`config.mk`:
```
export PLATFORM = sky130hd
export DESIGN_NAME = store_buffer_top
export DESIGN_NICKNAME = d
export VERILOG_FILES = /design/src/hw/lsu_pkg.sv /design/src/hw/mem_op_decode.sv /design/src/hw/store_buffer.sv /design/src/hw/load_result.sv /design/src/hw/store_buffer_top.sv
export SDC_FILE = /design/constraint.sdc
export NUM_CORES = 2
export LEC_CHECK = 0
export BUFFER_PORTS_ARGS = -buffer_cell sky130_fd_sc_hd__buf_2
export CAP_MARGIN = 40
export CORE_MARGIN = 5
export CORE_UTILIZATION = 35
export CTS_CLUSTER_SIZE = 16
export DETAILED_ROUTE_END_ITERATION = 10
export PLACE_DENSITY_LB_ADDON = 0.08
export SYNTH_ARGS = -nofsm -noshare
export SYNTH_HDL_FRONTEND = slang
export SYNTH_HIERARCHICAL = 1
export SYNTH_SLANG_ARGS = --single-unit
export TNS_END_PERCENT = 10
```
`constraint.sdc`:
```
create_clock -name clk -period 33.4 [get_ports clk]
set_input_delay 3.34 -clock clk [delete_from_list [all_inputs] [get_ports clk]]
set_output_delay 3.34 -clock clk [all_outputs]
set_load 0.005 [all_outputs]
```
`src/hw/lsu_pkg.sv`:
```
`default_nettype none

package lsu_pkg;

    localparam int TAG_W = 8;

    typedef enum logic {
        kind_load  = 1'b0,
        kind_store = 1'b1
    } mem_kind_e;

    // Encoded as funct3[1:0]
    typedef enum logic [1:0] {
        width_byte = 2'd0,
        width_half = 2'd1,
        width_word = 2'd2
    } mem_width_e;

    typedef enum logic [1:0] {
        cover_none    = 2'd0,
        cover_partial = 2'd1,
        cover_full    = 2'd2
    } cover_e;

    typedef struct packed {
        mem_kind_e        kind;
        logic [2:0]       funct3;
        logic [31:0]      addr;
        logic [31:0]      data;
        logic [TAG_W-1:0] tag;
    } mem_req_t;

    typedef struct packed {
        mem_kind_e        kind;
        mem_width_e       width;
        logic             is_unsigned;
        logic [29:0]      waddr;
        logic [3:0]       mask;
        logic [31:0]      data;  // Already in its byte lanes
        logic [TAG_W-1:0] tag;
        logic             fault;
    } mem_op_t;

    typedef struct packed {
        mem_kind_e        kind;
        logic [TAG_W-1:0] tag;
        logic             fault;
        cover_e           coverage;
        logic [31:0]      data;
    } lsu_resp_t;

    typedef struct packed {
        logic [29:0] waddr;
        logic [3:0]  mask;
        logic [31:0] data;
    } mem_write_t;

endpackage

`default_nettype wire

```
`src/hw/mem_op_decode.sv`:
```
`default_nettype none

module mem_op_decode (
    input  wire                logic clk,
    input  wire                logic rst_n,
    input  wire                logic flush,
    input  wire                logic req_valid,
    output logic               req_ready,
    input  lsu_pkg::mem_req_t  req,
    output logic               op_valid,
    input  wire                logic op_ready,
    output lsu_pkg::mem_op_t   op
);

    lsu_pkg::mem_op_t dec;
    logic [3:0]       base_mask;
    logic             legal;
    logic             misaligned;
    logic             req_fire;

    always_comb begin
        dec.kind        = req.kind;
        dec.is_unsigned = req.funct3[2];
        dec.waddr       = req.addr[31:2];
        dec.tag         = req.tag;
        dec.data        = req.data << {req.addr[1:0], 3'b000};  // Move into byte lanes

        case (req.funct3[1:0])
            2'd0: begin
                dec.width  = lsu_pkg::width_byte;
                base_mask  = 4'b0001;
                misaligned = 1'b0;
            end
            2'd1: begin
                dec.width  = lsu_pkg::width_half;
                base_mask  = 4'b0011;
                misaligned = req.addr[0];
            end
            2'd2: begin
                dec.width  = lsu_pkg::width_word;
                base_mask  = 4'b1111;
                misaligned = |req.addr[1:0];
            end
            default: begin
                dec.width  = lsu_pkg::width_word;  // Illegal code, faults below
                base_mask  = 4'b0000;
                misaligned = 1'b0;
            end
        endcase

        // Loads take 0,1,2,4,5 and stores only 0,1,2
        legal = (req.funct3[1:0] != 2'd3) &&
                (!req.funct3[2] ||
                 (req.kind == lsu_pkg::kind_load && req.funct3[1:0] != 2'd2));

        dec.fault = !legal || misaligned;
        dec.mask  = dec.fault ? 4'b0000 : base_mask << req.addr[1:0];
    end

    assign req_ready = !op_valid || op_ready;
    assign req_fire  = req_valid && req_ready;

    always_ff @(posedge clk) begin
        if (!rst_n || flush) begin
            op_valid <= 1'b0;
        end else if (req_fire) begin
            op_valid <= 1'b1;
        end else if (op_ready) begin
            op_valid <= 1'b0;
        end
    end

    always_ff @(posedge clk) begin
        if (req_fire) begin
            op <= dec;
        end
    end

endmodule

`default_nettype wire

```
`src/hw/store_buffer.sv`:
```
`default_nettype none

module store_buffer #(
    parameter int DEPTH = 8
) (
    input  wire                logic clk,
    input  wire                logic rst_n,
    input  wire                logic flush,
    input  wire                logic op_valid,
    output logic               op_ready,
    input  lsu_pkg::mem_op_t   op,
    input  wire                logic commit_valid,
    output logic               commit_ready,
    input  wire                logic [lsu_pkg::TAG_W-1:0] commit_tag,
    output logic               mem_valid,
    input  wire                logic mem_ready,
    output lsu_pkg::mem_write_t mem_wr,
    output logic               lk_valid,
    input  wire                logic lk_ready,
    output lsu_pkg::mem_op_t   lk_op,
    output logic [31:0]        lk_data,
    output logic [3:0]         lk_mask,
    output logic               lk_hit
);

    localparam int IDX_W = (DEPTH > 1) ? $clog2(DEPTH) : 1;

    logic [DEPTH-1:0]          ent_valid;
    logic [29:0]               ent_waddr [DEPTH];
    logic [3:0]                ent_mask  [DEPTH];
    logic [31:0]               ent_data  [DEPTH];
    logic [lsu_pkg::TAG_W-1:0] ent_tag   [DEPTH];

    logic [DEPTH-1:0] ent_live;
    logic             commit_fire;
    logic             commit_hit;
    logic [IDX_W-1:0] commit_idx;
    logic             is_store;
    logic             is_load;
    logic             st_hit;
    logic             ld_hit;
    logic             free_any;
    logic [IDX_W-1:0] st_idx;
    logic [IDX_W-1:0] ld_idx;
    logic [IDX_W-1:0] free_idx;
    logic [IDX_W-1:0] wr_idx;
    logic             stall_full;
    logic             op_fire;

    assign commit_ready = !mem_valid || mem_ready;
    assign commit_fire  = commit_valid && commit_ready;

    // Tag of a store merged away is simply not found
    always_comb begin
        commit_hit = 1'b0;
        commit_idx = '0;
        for (int i = DEPTH - 1; i >= 0; i--) begin
            if (ent_valid[i] && ent_tag[i] == commit_tag) begin
                commit_hit = 1'b1;
                commit_idx = IDX_W'(i);
            end
        end
    end

    always_comb begin
        ent_live = ent_valid;  // Entries left after this cycle's commit
        if (commit_fire && commit_hit) begin
            ent_live[commit_idx] = 1'b0;
        end
    end

    // Stores see the post-commit view, loads still see a word leaving for memory
    always_comb begin
        st_hit   = 1'b0;
        st_idx   = '0;
        ld_hit   = 1'b0;
        ld_idx   = '0;
        free_any = 1'b0;
        free_idx = '0;
        for (int i = DEPTH - 1; i >= 0; i--) begin
            if (ent_live[i] && ent_waddr[i] == op.waddr) begin
                st_hit = 1'b1;
                st_idx = IDX_W'(i);
            end
            if (ent_valid[i] && ent_waddr[i] == op.waddr) begin
                ld_hit = 1'b1;
                ld_idx = IDX_W'(i);
            end
            if (!ent_live[i]) begin
                free_any = 1'b1;
                free_idx = IDX_W'(i);  // Lowest free wins
            end
        end
    end

    assign is_store   = op.kind == lsu_pkg::kind_store && !op.fault;
    assign is_load    = op.kind == lsu_pkg::kind_load && !op.fault;
    assign stall_full = op_valid && is_store && !st_hit && !free_any;
    assign op_ready   = (!lk_valid || lk_ready) && !stall_full;
    assign op_fire    = op_valid && op_ready;
    assign wr_idx     = st_hit ? st_idx : free_idx;

    always_ff @(posedge clk) begin
        if (!rst_n || flush) begin
            ent_valid <= '0;
        end else begin
            ent_valid <= ent_live;
            if (op_fire && is_store) begin
                ent_valid[wr_idx] <= 1'b1;
            end
        end
    end

    always_ff @(posedge clk) begin
        if (op_fire && is_store) begin
            ent_waddr[wr_idx] <= op.waddr;
            ent_tag[wr_idx]   <= op.tag;  // Younger tag takes over on merge
            ent_mask[wr_idx]  <= st_hit ? (ent_mask[wr_idx] | op.mask) : op.mask;
            for (int b = 0; b < 4; b++) begin
                if (op.mask[b]) begin
                    ent_data[wr_idx][8*b +: 8] <= op.data[8*b +: 8];
                end
            end
        end
    end

    // Drain register survives flush, its store is committed
    always_ff @(posedge clk) begin
        if (!rst_n) begin
            mem_valid <= 1'b0;
        end else if (commit_fire && commit_hit) begin
            mem_valid <= 1'b1;
        end else if (mem_ready) begin
            mem_valid <= 1'b0;
        end
    end

    always_ff @(posedge clk) begin
        if (commit_fire && commit_hit) begin
            mem_wr.waddr <= ent_waddr[commit_idx];
            mem_wr.mask  <= ent_mask[commit_idx];
            mem_wr.data  <= ent_data[commit_idx];
        end
    end

    always_ff @(posedge clk) begin
        if (!rst_n || flush) begin
            lk_valid <= 1'b0;
        end else if (op_fire) begin
            lk_valid <= 1'b1;
        end else if (lk_ready) begin
            lk_valid <= 1'b0;
        end
    end

    always_ff @(posedge clk) begin
        if (op_fire) begin
            lk_op   <= op;
            lk_hit  <= is_load && ld_hit;
            lk_data <= (is_load && ld_hit) ? ent_data[ld_idx] : 32'd0;
            lk_mask <= (is_load && ld_hit) ? ent_mask[ld_idx] : 4'd0;
        end
    end

endmodule

`default_nettype wire

```
`src/hw/load_result.sv`:
```
`default_nettype none

module load_result (
    input  wire                logic clk,
    input  wire                logic rst_n,
    input  wire                logic flush,
    input  wire                logic lk_valid,
    output logic               lk_ready,
    input  lsu_pkg::mem_op_t   lk_op,
    input  wire                logic [31:0] lk_data,
    input  wire                logic [3:0] lk_mask,
    input  wire                logic lk_hit,
    output logic               resp_valid,
    input  wire                logic resp_ready,
    output lsu_pkg::lsu_resp_t resp
);

    logic [1:0]         lane;
    logic [31:0]        shifted;
    logic [31:0]        ext_data;
    lsu_pkg::cover_e    cov;
    lsu_pkg::lsu_resp_t nxt;

    always_comb begin
        // Lowest set mask bit gives the byte offset
        if (lk_op.mask[0]) begin
            lane = 2'd0;
        end else if (lk_op.mask[1]) begin
            lane = 2'd1;
        end else if (lk_op.mask[2]) begin
            lane = 2'd2;
        end else begin
            lane = 2'd3;
        end
        shifted = lk_data >> {lane, 3'b000};

        case (lk_op.width)
            lsu_pkg::width_byte:
                ext_data = {{24{shifted[7] & ~lk_op.is_unsigned}}, shifted[7:0]};
            lsu_pkg::width_half:
                ext_data = {{16{shifted[15] & ~lk_op.is_unsigned}}, shifted[15:0]};
            default:
                ext_data = shifted;
        endcase

        if (lk_op.kind != lsu_pkg::kind_load || lk_op.fault || !lk_hit) begin
            cov = lsu_pkg::cover_none;
        end else if ((lk_op.mask & ~lk_mask) == 4'd0) begin
            cov = lsu_pkg::cover_full;
        end else if ((lk_op.mask & lk_mask) != 4'd0) begin
            cov = lsu_pkg::cover_partial;  // Core has to go to memory
        end else begin
            cov = lsu_pkg::cover_none;
        end

        nxt.kind     = lk_op.kind;
        nxt.tag      = lk_op.tag;
        nxt.fault    = lk_op.fault;
        nxt.coverage = cov;
        nxt.data     = (cov == lsu_pkg::cover_full) ? ext_data : 32'd0;
    end

    assign lk_ready = !resp_valid || resp_ready;

    always_ff @(posedge clk) begin
        if (!rst_n || flush) begin
            resp_valid <= 1'b0;
        end else if (lk_valid && lk_ready) begin
            resp_valid <= 1'b1;
        end else if (resp_ready) begin
            resp_valid <= 1'b0;
        end
    end

    always_ff @(posedge clk) begin
        if (lk_valid && lk_ready) begin
            resp <= nxt;
        end
    end

endmodule

`default_nettype wire

```
`src/hw/store_buffer_top.sv`:
```
`default_nettype none

module store_buffer_top #(
    parameter int DEPTH = 8  // Power of two
) (
    input  wire                 logic clk,
    input  wire                 logic rst_n,
    input  wire                 logic flush,
    input  wire                 logic req_valid,
    output logic                req_ready,
    input  lsu_pkg::mem_req_t   req,
    output logic                resp_valid,
    input  wire                 logic resp_ready,
    output lsu_pkg::lsu_resp_t  resp,
    input  wire                 logic commit_valid,
    output logic                commit_ready,
    input  wire                 logic [lsu_pkg::TAG_W-1:0] commit_tag,
    output logic                mem_valid,
    input  wire                 logic mem_ready,
    output lsu_pkg::mem_write_t mem_wr
);

    logic             op_valid;
    logic             op_ready;
    lsu_pkg::mem_op_t op;
    logic             lk_valid;
    logic             lk_ready;
    lsu_pkg::mem_op_t lk_op;
    logic [31:0]      lk_data;
    logic [3:0]       lk_mask;
    logic             lk_hit;

    mem_op_decode mem_op_decode_i (
        .clk       (clk),
        .rst_n     (rst_n),
        .flush     (flush),
        .req_valid (req_valid),
        .req_ready (req_ready),
        .req       (req),
        .op_valid  (op_valid),
        .op_ready  (op_ready),
        .op        (op)
    );

    store_buffer #(
        .DEPTH (DEPTH)
    ) store_buffer_i (
        .clk          (clk),
        .rst_n        (rst_n),
        .flush        (flush),
        .op_valid     (op_valid),
        .op_ready     (op_ready),
        .op           (op),
        .commit_valid (commit_valid),
        .commit_ready (commit_ready),
        .commit_tag   (commit_tag),
        .mem_valid    (mem_valid),
        .mem_ready    (mem_ready),
        .mem_wr       (mem_wr),
        .lk_valid     (lk_valid),
        .lk_ready     (lk_ready),
        .lk_op        (lk_op),
        .lk_data      (lk_data),
        .lk_mask      (lk_mask),
        .lk_hit       (lk_hit)
    );

    load_result load_result_i (
        .clk        (clk),
        .rst_n      (rst_n),
        .flush      (flush),
        .lk_valid   (lk_valid),
        .lk_ready   (lk_ready),
        .lk_op      (lk_op),
        .lk_data    (lk_data),
        .lk_mask    (lk_mask),
        .lk_hit     (lk_hit),
        .resp_valid (resp_valid),
        .resp_ready (resp_ready),
        .resp       (resp)
    );

endmodule

`default_nettype wire

```
* Yosys cells after proc, flatten, opt, wreduce, memory -nomap -nowiden
Memories as Yosys holds them, arrays and structs flattened. A register that Yosys moved wholly into a read port is not among the register bits.
Cells that the tools add are included.
** Operators by class
- Magnitude comparators :: 4
- Shift operators :: 3
- Equal/unequal tests :: 22
- Mux-type cells :: 104
- Bitwise operators :: 12
- Reduce and logical (&&, ||, !) cells :: 73
** Operators by type and width (count)
- 30-bit equality test :: 8
- 3-bit two-way mux :: 33
- 8-bit equality test :: 8
- 32-bit one-hot mux with 2 select lines :: 1
- 1-bit two-way mux :: 58
- 1-bit logical AND :: 41
- 32-bit by 5-bit << shifter with 32-bit output :: 1
- 32-bit by 5-bit right shift with 32-bit output :: 1
- 8-bit two-way mux :: 2
- 1-bit logical NOT :: 14
- 4-bit one-hot mux with 3 select lines :: 1
- 1-bit logical OR :: 9
- 4-bit bitwise AND :: 2
- 8-bit bitwise AND :: 1
- 3-bit by 4-bit less-than comparator with 1-bit output, second input constant :: 2
- 2-bit two-way mux :: 4
- 8-bit NOT :: 1
- 8-bit OR :: 1
- 2-bit nonzero test :: 4
- 1-bit demux with 3-bit select :: 2
- 3-bit by 1-bit greater-or-equal comparator with 1-bit output, second input constant :: 2
- 2-bit by 1-bit equality test with 1-bit output, second input constant :: 2
- 2-bit equality test, second input constant :: 2
- 2-bit logical NOT :: 2
- 12 further kinds :: 16
** Storage, ports and cells
- Word-level logic and storage cells :: 247
- Input port bits :: 91
- Bits in writable memories :: 592
- Memories :: 4
- Output and inout bits :: 114
- Register bits after elaboration :: 153
** Memory list
- store_buffer_i.ent_data :: depth 8, width 32, rd ports 2, clocked after Yosys merged registers in 2, write ports 1, RTL line store_buffer.sv:31 : logic [31:0] ent_data [DEPTH];
- store_buffer_i.ent_waddr :: depth 8, width 30, rd ports 9, clocked after Yosys merged registers in 1, write ports 1, RTL line store_buffer.sv:29 : logic [29:0] ent_waddr [DEPTH];
- store_buffer_i.ent_tag :: depth 8, width 8, rd ports 8, clocked after Yosys merged registers in 0, write ports 1, RTL line store_buffer.sv:32 : logic [lsu_pkg::TAG_W-1:0] ent_tag [DEPTH];
- store_buffer_i.ent_mask :: depth 8, width 4, rd ports 3, clocked after Yosys merged registers in 2, write ports 1, RTL line store_buffer.sv:30 : logic [3:0] ent_mask [DEPTH];

* Depth between registers and ports, before layout
An unclocked memory read counts as a cell.
- Word-level depth :: 36
- Mapped depth :: 16
- Gate-level depth less buffers :: 13

* Cells and area by module
The synthesis kept the hierarchy.
** By module, submodules not included
- store_buffer :: area each 35530.3 um^2, cells each 2576, seq. area each 23442.5 um^2, instances 1
- mem_op_decode :: area each 3183.1 um^2, cells each 194, seq. area each 2392.3 um^2, instances 1
- load_result :: area each 2254.7 um^2, cells each 175, seq. area each 1341.3 um^2, instances 1

* Worst setup path after synthesis
No wires, ideal clock.
- Kind :: in2reg
- From :: input commit_tag[6] (netlist name)
- To :: memory store_buffer_i.ent_data[1][0], enable pin
- Setup time :: 0.332 ns
- Data required time :: 33.068 ns
- Setup slack :: 20.291 ns
- Stages on the path :: 14
- Data arrival time :: 12.777 ns
- Buffers on the path :: 2
- Cell sequence :: buf_4 > xnor2_1 > nand3_1 > or3_1 > buf_4 > nand2_4 > nor2_1 > a21oi_1 > nor4_1 > a21o_1 > inv_1 > nand3b_4 > nor2_2 > and2_1
** Between the ends
- Word-level cells in the longest chain between the ends :: 35
- Elaborated cells between the ends (all ways) :: 92
- Classes of those cells :: order compare (2); eq/ne (8); mux (54); bitwise (2); reduce/logical (26)
** RTL lines
- start: declaration :: RTL line store_buffer_top.sv:17 : input wire logic [lsu_pkg::TAG_W-1:0] commit_tag,
- 8-bit equality test :: RTL line store_buffer.sv:58 : if (ent_valid[i] && ent_tag[i] == commit_tag) begin
- 1-bit logical AND :: RTL line store_buffer.sv:58
- 3-bit two-way mux (8 in a row) :: RTL line store_buffer.sv:58
- 3-bit by 4-bit less-than comparator with 1-bit output (not written as such) / 3-bit by 1-bit greater-or-equal comparator with 1-bit output (equally long branches) :: RTL line store_buffer.sv:68 : ent_live[commit_idx] = 1'b0;
- 1-bit logical AND (not written as such) :: RTL line store_buffer.sv:68
- 1-bit two-way mux (not written as such) :: RTL line store_buffer.sv:68
- 1-bit demux with 3-bit select
- 8-bit NOT (no source line)
- [... 13 more ...]
- 1-bit logical AND * :: RTL line store_buffer.sv:98 : assign stall_full = op_valid && is_store && !st_hit && !free_any;
- 1-bit logical NOT * :: RTL line store_buffer.sv:99 : assign op_ready = (!lk_valid || lk_ready) && !stall_full;
- 1-bit logical AND * :: RTL line store_buffer.sv:99
- 1-bit logical AND * :: RTL line store_buffer.sv:100 : assign op_fire = op_valid && op_ready;
- named net store_buffer_i.op_fire :: RTL line store_buffer.sv:48 : logic op_fire;
- 1-bit logical AND * :: RTL line store_buffer.sv:115 : if (op_fire && is_store) begin
- 1-bit two-way mux * :: RTL line store_buffer.sv:115
- 1-bit two-way mux (not written as such) * :: RTL line store_buffer.sv:121 : ent_data[wr_idx][8*b +: 8] <= op.data[8*b +: 8];
- end: declaration :: RTL line store_buffer.sv:31
Mark *: on every way through the listed nets, which the timed path passes. The rest lies on a longest branch.

* Worst setup path after layout
- From :: input commit_tag[4] (netlist name)
- To :: output req_ready
** Between the ends
- Word-level cells in the longest chain between the ends :: 32
- Elaborated cells between the ends (all ways) :: 72
- Classes of those cells :: order compare (2); eq/ne (8); mux (35); bitwise (2); reduce/logical (25)
** RTL lines
- 8-bit equality test :: RTL line store_buffer.sv:58
- 1-bit logical AND :: RTL line store_buffer.sv:58
- 3-bit two-way mux (8 in a row) :: RTL line store_buffer.sv:58
- 3-bit by 4-bit less-than comparator with 1-bit output (not written as such) / 3-bit by 1-bit greater-or-equal comparator with 1-bit output (equally long branches) :: RTL line store_buffer.sv:68
- 1-bit logical AND (not written as such) :: RTL line store_buffer.sv:68
- 1-bit two-way mux (not written as such) :: RTL line store_buffer.sv:68
- 1-bit demux with 3-bit select
- 8-bit NOT (no source line)
- [... 3 more ...]
- 1-bit two-way mux (8 in a row) :: RTL line store_buffer.sv:81 : if (ent_live[i] && ent_waddr[i] == op.waddr) begin
- 1-bit logical NOT :: RTL line store_buffer.sv:98
- 1-bit logical AND :: RTL line store_buffer.sv:98
- 1-bit logical AND * :: RTL line store_buffer.sv:98
- 1-bit logical NOT * :: RTL line store_buffer.sv:99
- 1-bit logical AND * :: RTL line store_buffer.sv:99
- named net op_ready :: RTL line store_buffer_top.sv:24 : logic op_ready;
- 1-bit logical OR * :: RTL line mem_op_decode.sv:60 : assign req_ready = !op_valid || op_ready;
- end: declaration :: RTL line store_buffer_top.sv:10 : output logic req_ready,
Marked as above.

==> flow_summary.toml <==
[run_status]
status = "completed"

[route]
highest_layer = "met5"
met3_length_um = 8601
antenna_left = 0
drtPass1Iterations = 7
wl_met2_um = 56980
drt-wirelength-per-cell_um = 27.42
drcViolationCount = 0
drt-total-wl_um = 126700
drtIter0Drc = 2476
via_per_inst = 5.417
route.layer.met1.wl_um = 59000
num_vias = 25040

[logic_synthesis]
synth_area_mm2 = 0.03911
yosysWarningCount = 6
avgSynthCellArea_um2 = 13.56
synthCells = 2883
synth_nets = 2981

[timing]
hold_ws_ns = 0.4189
drv_slew = 0
relSlewSlack_pct = 30.79
hold_violations = 0
max_slew.worst_pin.slew_ns = 1.038
max_freq_mhz = 95.34
setup_tns_ns = 0
setup_viol = 0
finClkSkew_ns = 0.02352
finalCritPeriodShare_pct = 31.41
rsz0062_at_grt = "false"
finalWorstPathRequiredPeriod_ns = 10.49

[die]
core_mm2 = 0.1108
rows = 122
ioPinCount = 205
start_util_pct = 35.29
die_width_um = 344.3
die_area_mm2 = 0.1185
chipHeight_um = 344.3

[finish]
area_growth_pct = 14.78
final_common_cell = "edfxtp_1"
layout_common_cells = "edfxtp_1 (835), nand2_1 (436), mux2i_1 (244), xnor2_1 (225), buf_2 (205)"
seq_area_mm2 = 0.02531
drive_gt1_share_pct = 16.67
multiInputGateArea_mm2 = 0.01292
fillers = 10400
nets = 3154

[power_and_ir_drop]
peakVddDrop_v = 0.00003880
clkPwrFrac_pct = 45.5
comb_power_share_pct = 3.0
power.internal_mw = 1.855
power.leakage_nw = 16.73
switching_share_pct = 21.45
switchingPower_mw = 0.5066
seqPwrFrac_pct = 51.5
p_per_area_mw_per_mm2 = 52.62

[critical_path]
reg2regPathDepth = 13
cp_slowest_stage_delay_ns = 0.78
end_kind = "primary output"
critical_path.cell_chain = "buf_2 > xor2_1 > nor4_1 > nand4_1 > o21ai_0 > a22o_4 > nand3_1 > a311oi_2 > nor3b_1 > nand3_1 > and2_1 > nand2b_1 > buf_2"
start_kind = "input port"
crit_start = "commit_tag[4]"
worst_path_max_delay_cell = "a22o_4"
r2r-start = "mem_op_decode_i/op[58]"
crit_required_ns = 30.06
cp.arrival_ns = 7.15
path_max_fanout = 70
crit_type = "input port to primary output"

[grt]
gr-usage-all-layers_pct = 20.93
grt_pass1_vias = 24970
antenna_found_initial = 12
grt_pass1_wl_um = 181700
grt_max_degree = 149
grt.overflow.total = 0

[clock_tree]
clockBufferDepth = 3
ctsResizeCount = 0
clk_latency_ns = 0.67
post-cts-setup-buffers = 0
clk_pin_slew_ns = 0.06
cts_tree = "built"
cts_buffers = 96
cts_sinks = 847
htreeDepth = 3
cts-hold-fix-buffers = 0
root_buffer = "clkbuf_16"

[worst_hold_path]
min_path_cells = 0
holdCritStartpoint = "store_buffer_i/lk_op[6]"
hold_path_class = "flip-flop to flip-flop"

[place]
place_hpwl_um = 85280
io_buffer_count = 204
routabilityCongestion = 0.8730

[job]
maxCapViolations = 0
==> final timing paths <==
kind / end / slack [ns]
min reg2reg: load_result_i/resp[40] / 0.42
max reg2reg: store_buffer_i/ent_data[2][24] / 26.77
min: load_result_i/resp[40] / 0.42
max: req_ready / 22.91
==> routing by layer <==
metal  vias up  GRT usage (%)
met2       873          32.31
li1      11200              -
met5         -              0
met3       152          3.343
met4         2          4.478
met1     12820          31.30
==> area by class of cell <==
| type | count | area share [%] |
|---|---|---|
| sequential | 847 | 56.39 |
| multi-input combinational | 1841 | 28.78 |
| clock buffer | 117 | 5.717 |
| tap | 1488 | 4.148 |
| timing repair buffer | 257 | 3.498 |
| clock inverter | 56 | 1.335 |
| inverter | 13 | 0.1087 |
| antenna | 3 | 0.01672 |
==> worst max-delay path, delay by kind of cell <==
family | cells | cell delay, ns
buffers and inverters | 2 | 0.35
and+or+nand+nor | 7 | 1.79
AOI/OAI and AO/OA | 3 | 1.43
xor gates and xnor gates | 1 | 0.19
==> sequential cells by signal, indices dropped and copies added, names as in the netlist, 8 cells and up <==
register / flops
mem_op_decode_i/op: 79
load_result_i/resp: 44
store_buffer_i/ent_data: 256
store_buffer_i/ent_valid: 8
store_buffer_i/lk_data: 32
store_buffer_i/lk_op: 17
store_buffer_i/mem_wr: 66
store_buffer_i/ent_mask: 32
store_buffer_i/ent_waddr: 240
store_buffer_i/ent_tag: 64
==> power by group through the flow <==
| stage | clock (mW) | combinational [mW] | sequential (mW) |
|---|---|---|---|
| final | 1.07 | 0.0717 | 1.22 |
| after global routing | 1.15 | 0.0765 | 1.22 |
| after CTS | 1.10 | 0.0723 | 1.22 |
| after detailed placement | 0 | 0.0719 | 1.24 |
| after global placement | 0 | 0.0718 | 1.24 |
| after floorplan | 0 | 0.0486 | 1.22 |
==> through the flow <==
stage	util [%]	setup WS (ns)	instance area [um^2]	std cells	power, mW
3_5_place_dp	37.64	22.95	41720	4446	1.312
2_1_floorplan	-	21.59	39110	2883	1.267
6_report	40.50	22.91	44890	4622	2.362
5_1_grt	40.50	22.69	44880	4619	2.442
4_1_cts	40.50	22.95	44880	4619	2.391
3_3_place_gp	37.44	22.95	41490	4435	1.311
(Power assumes the default switching activity.)
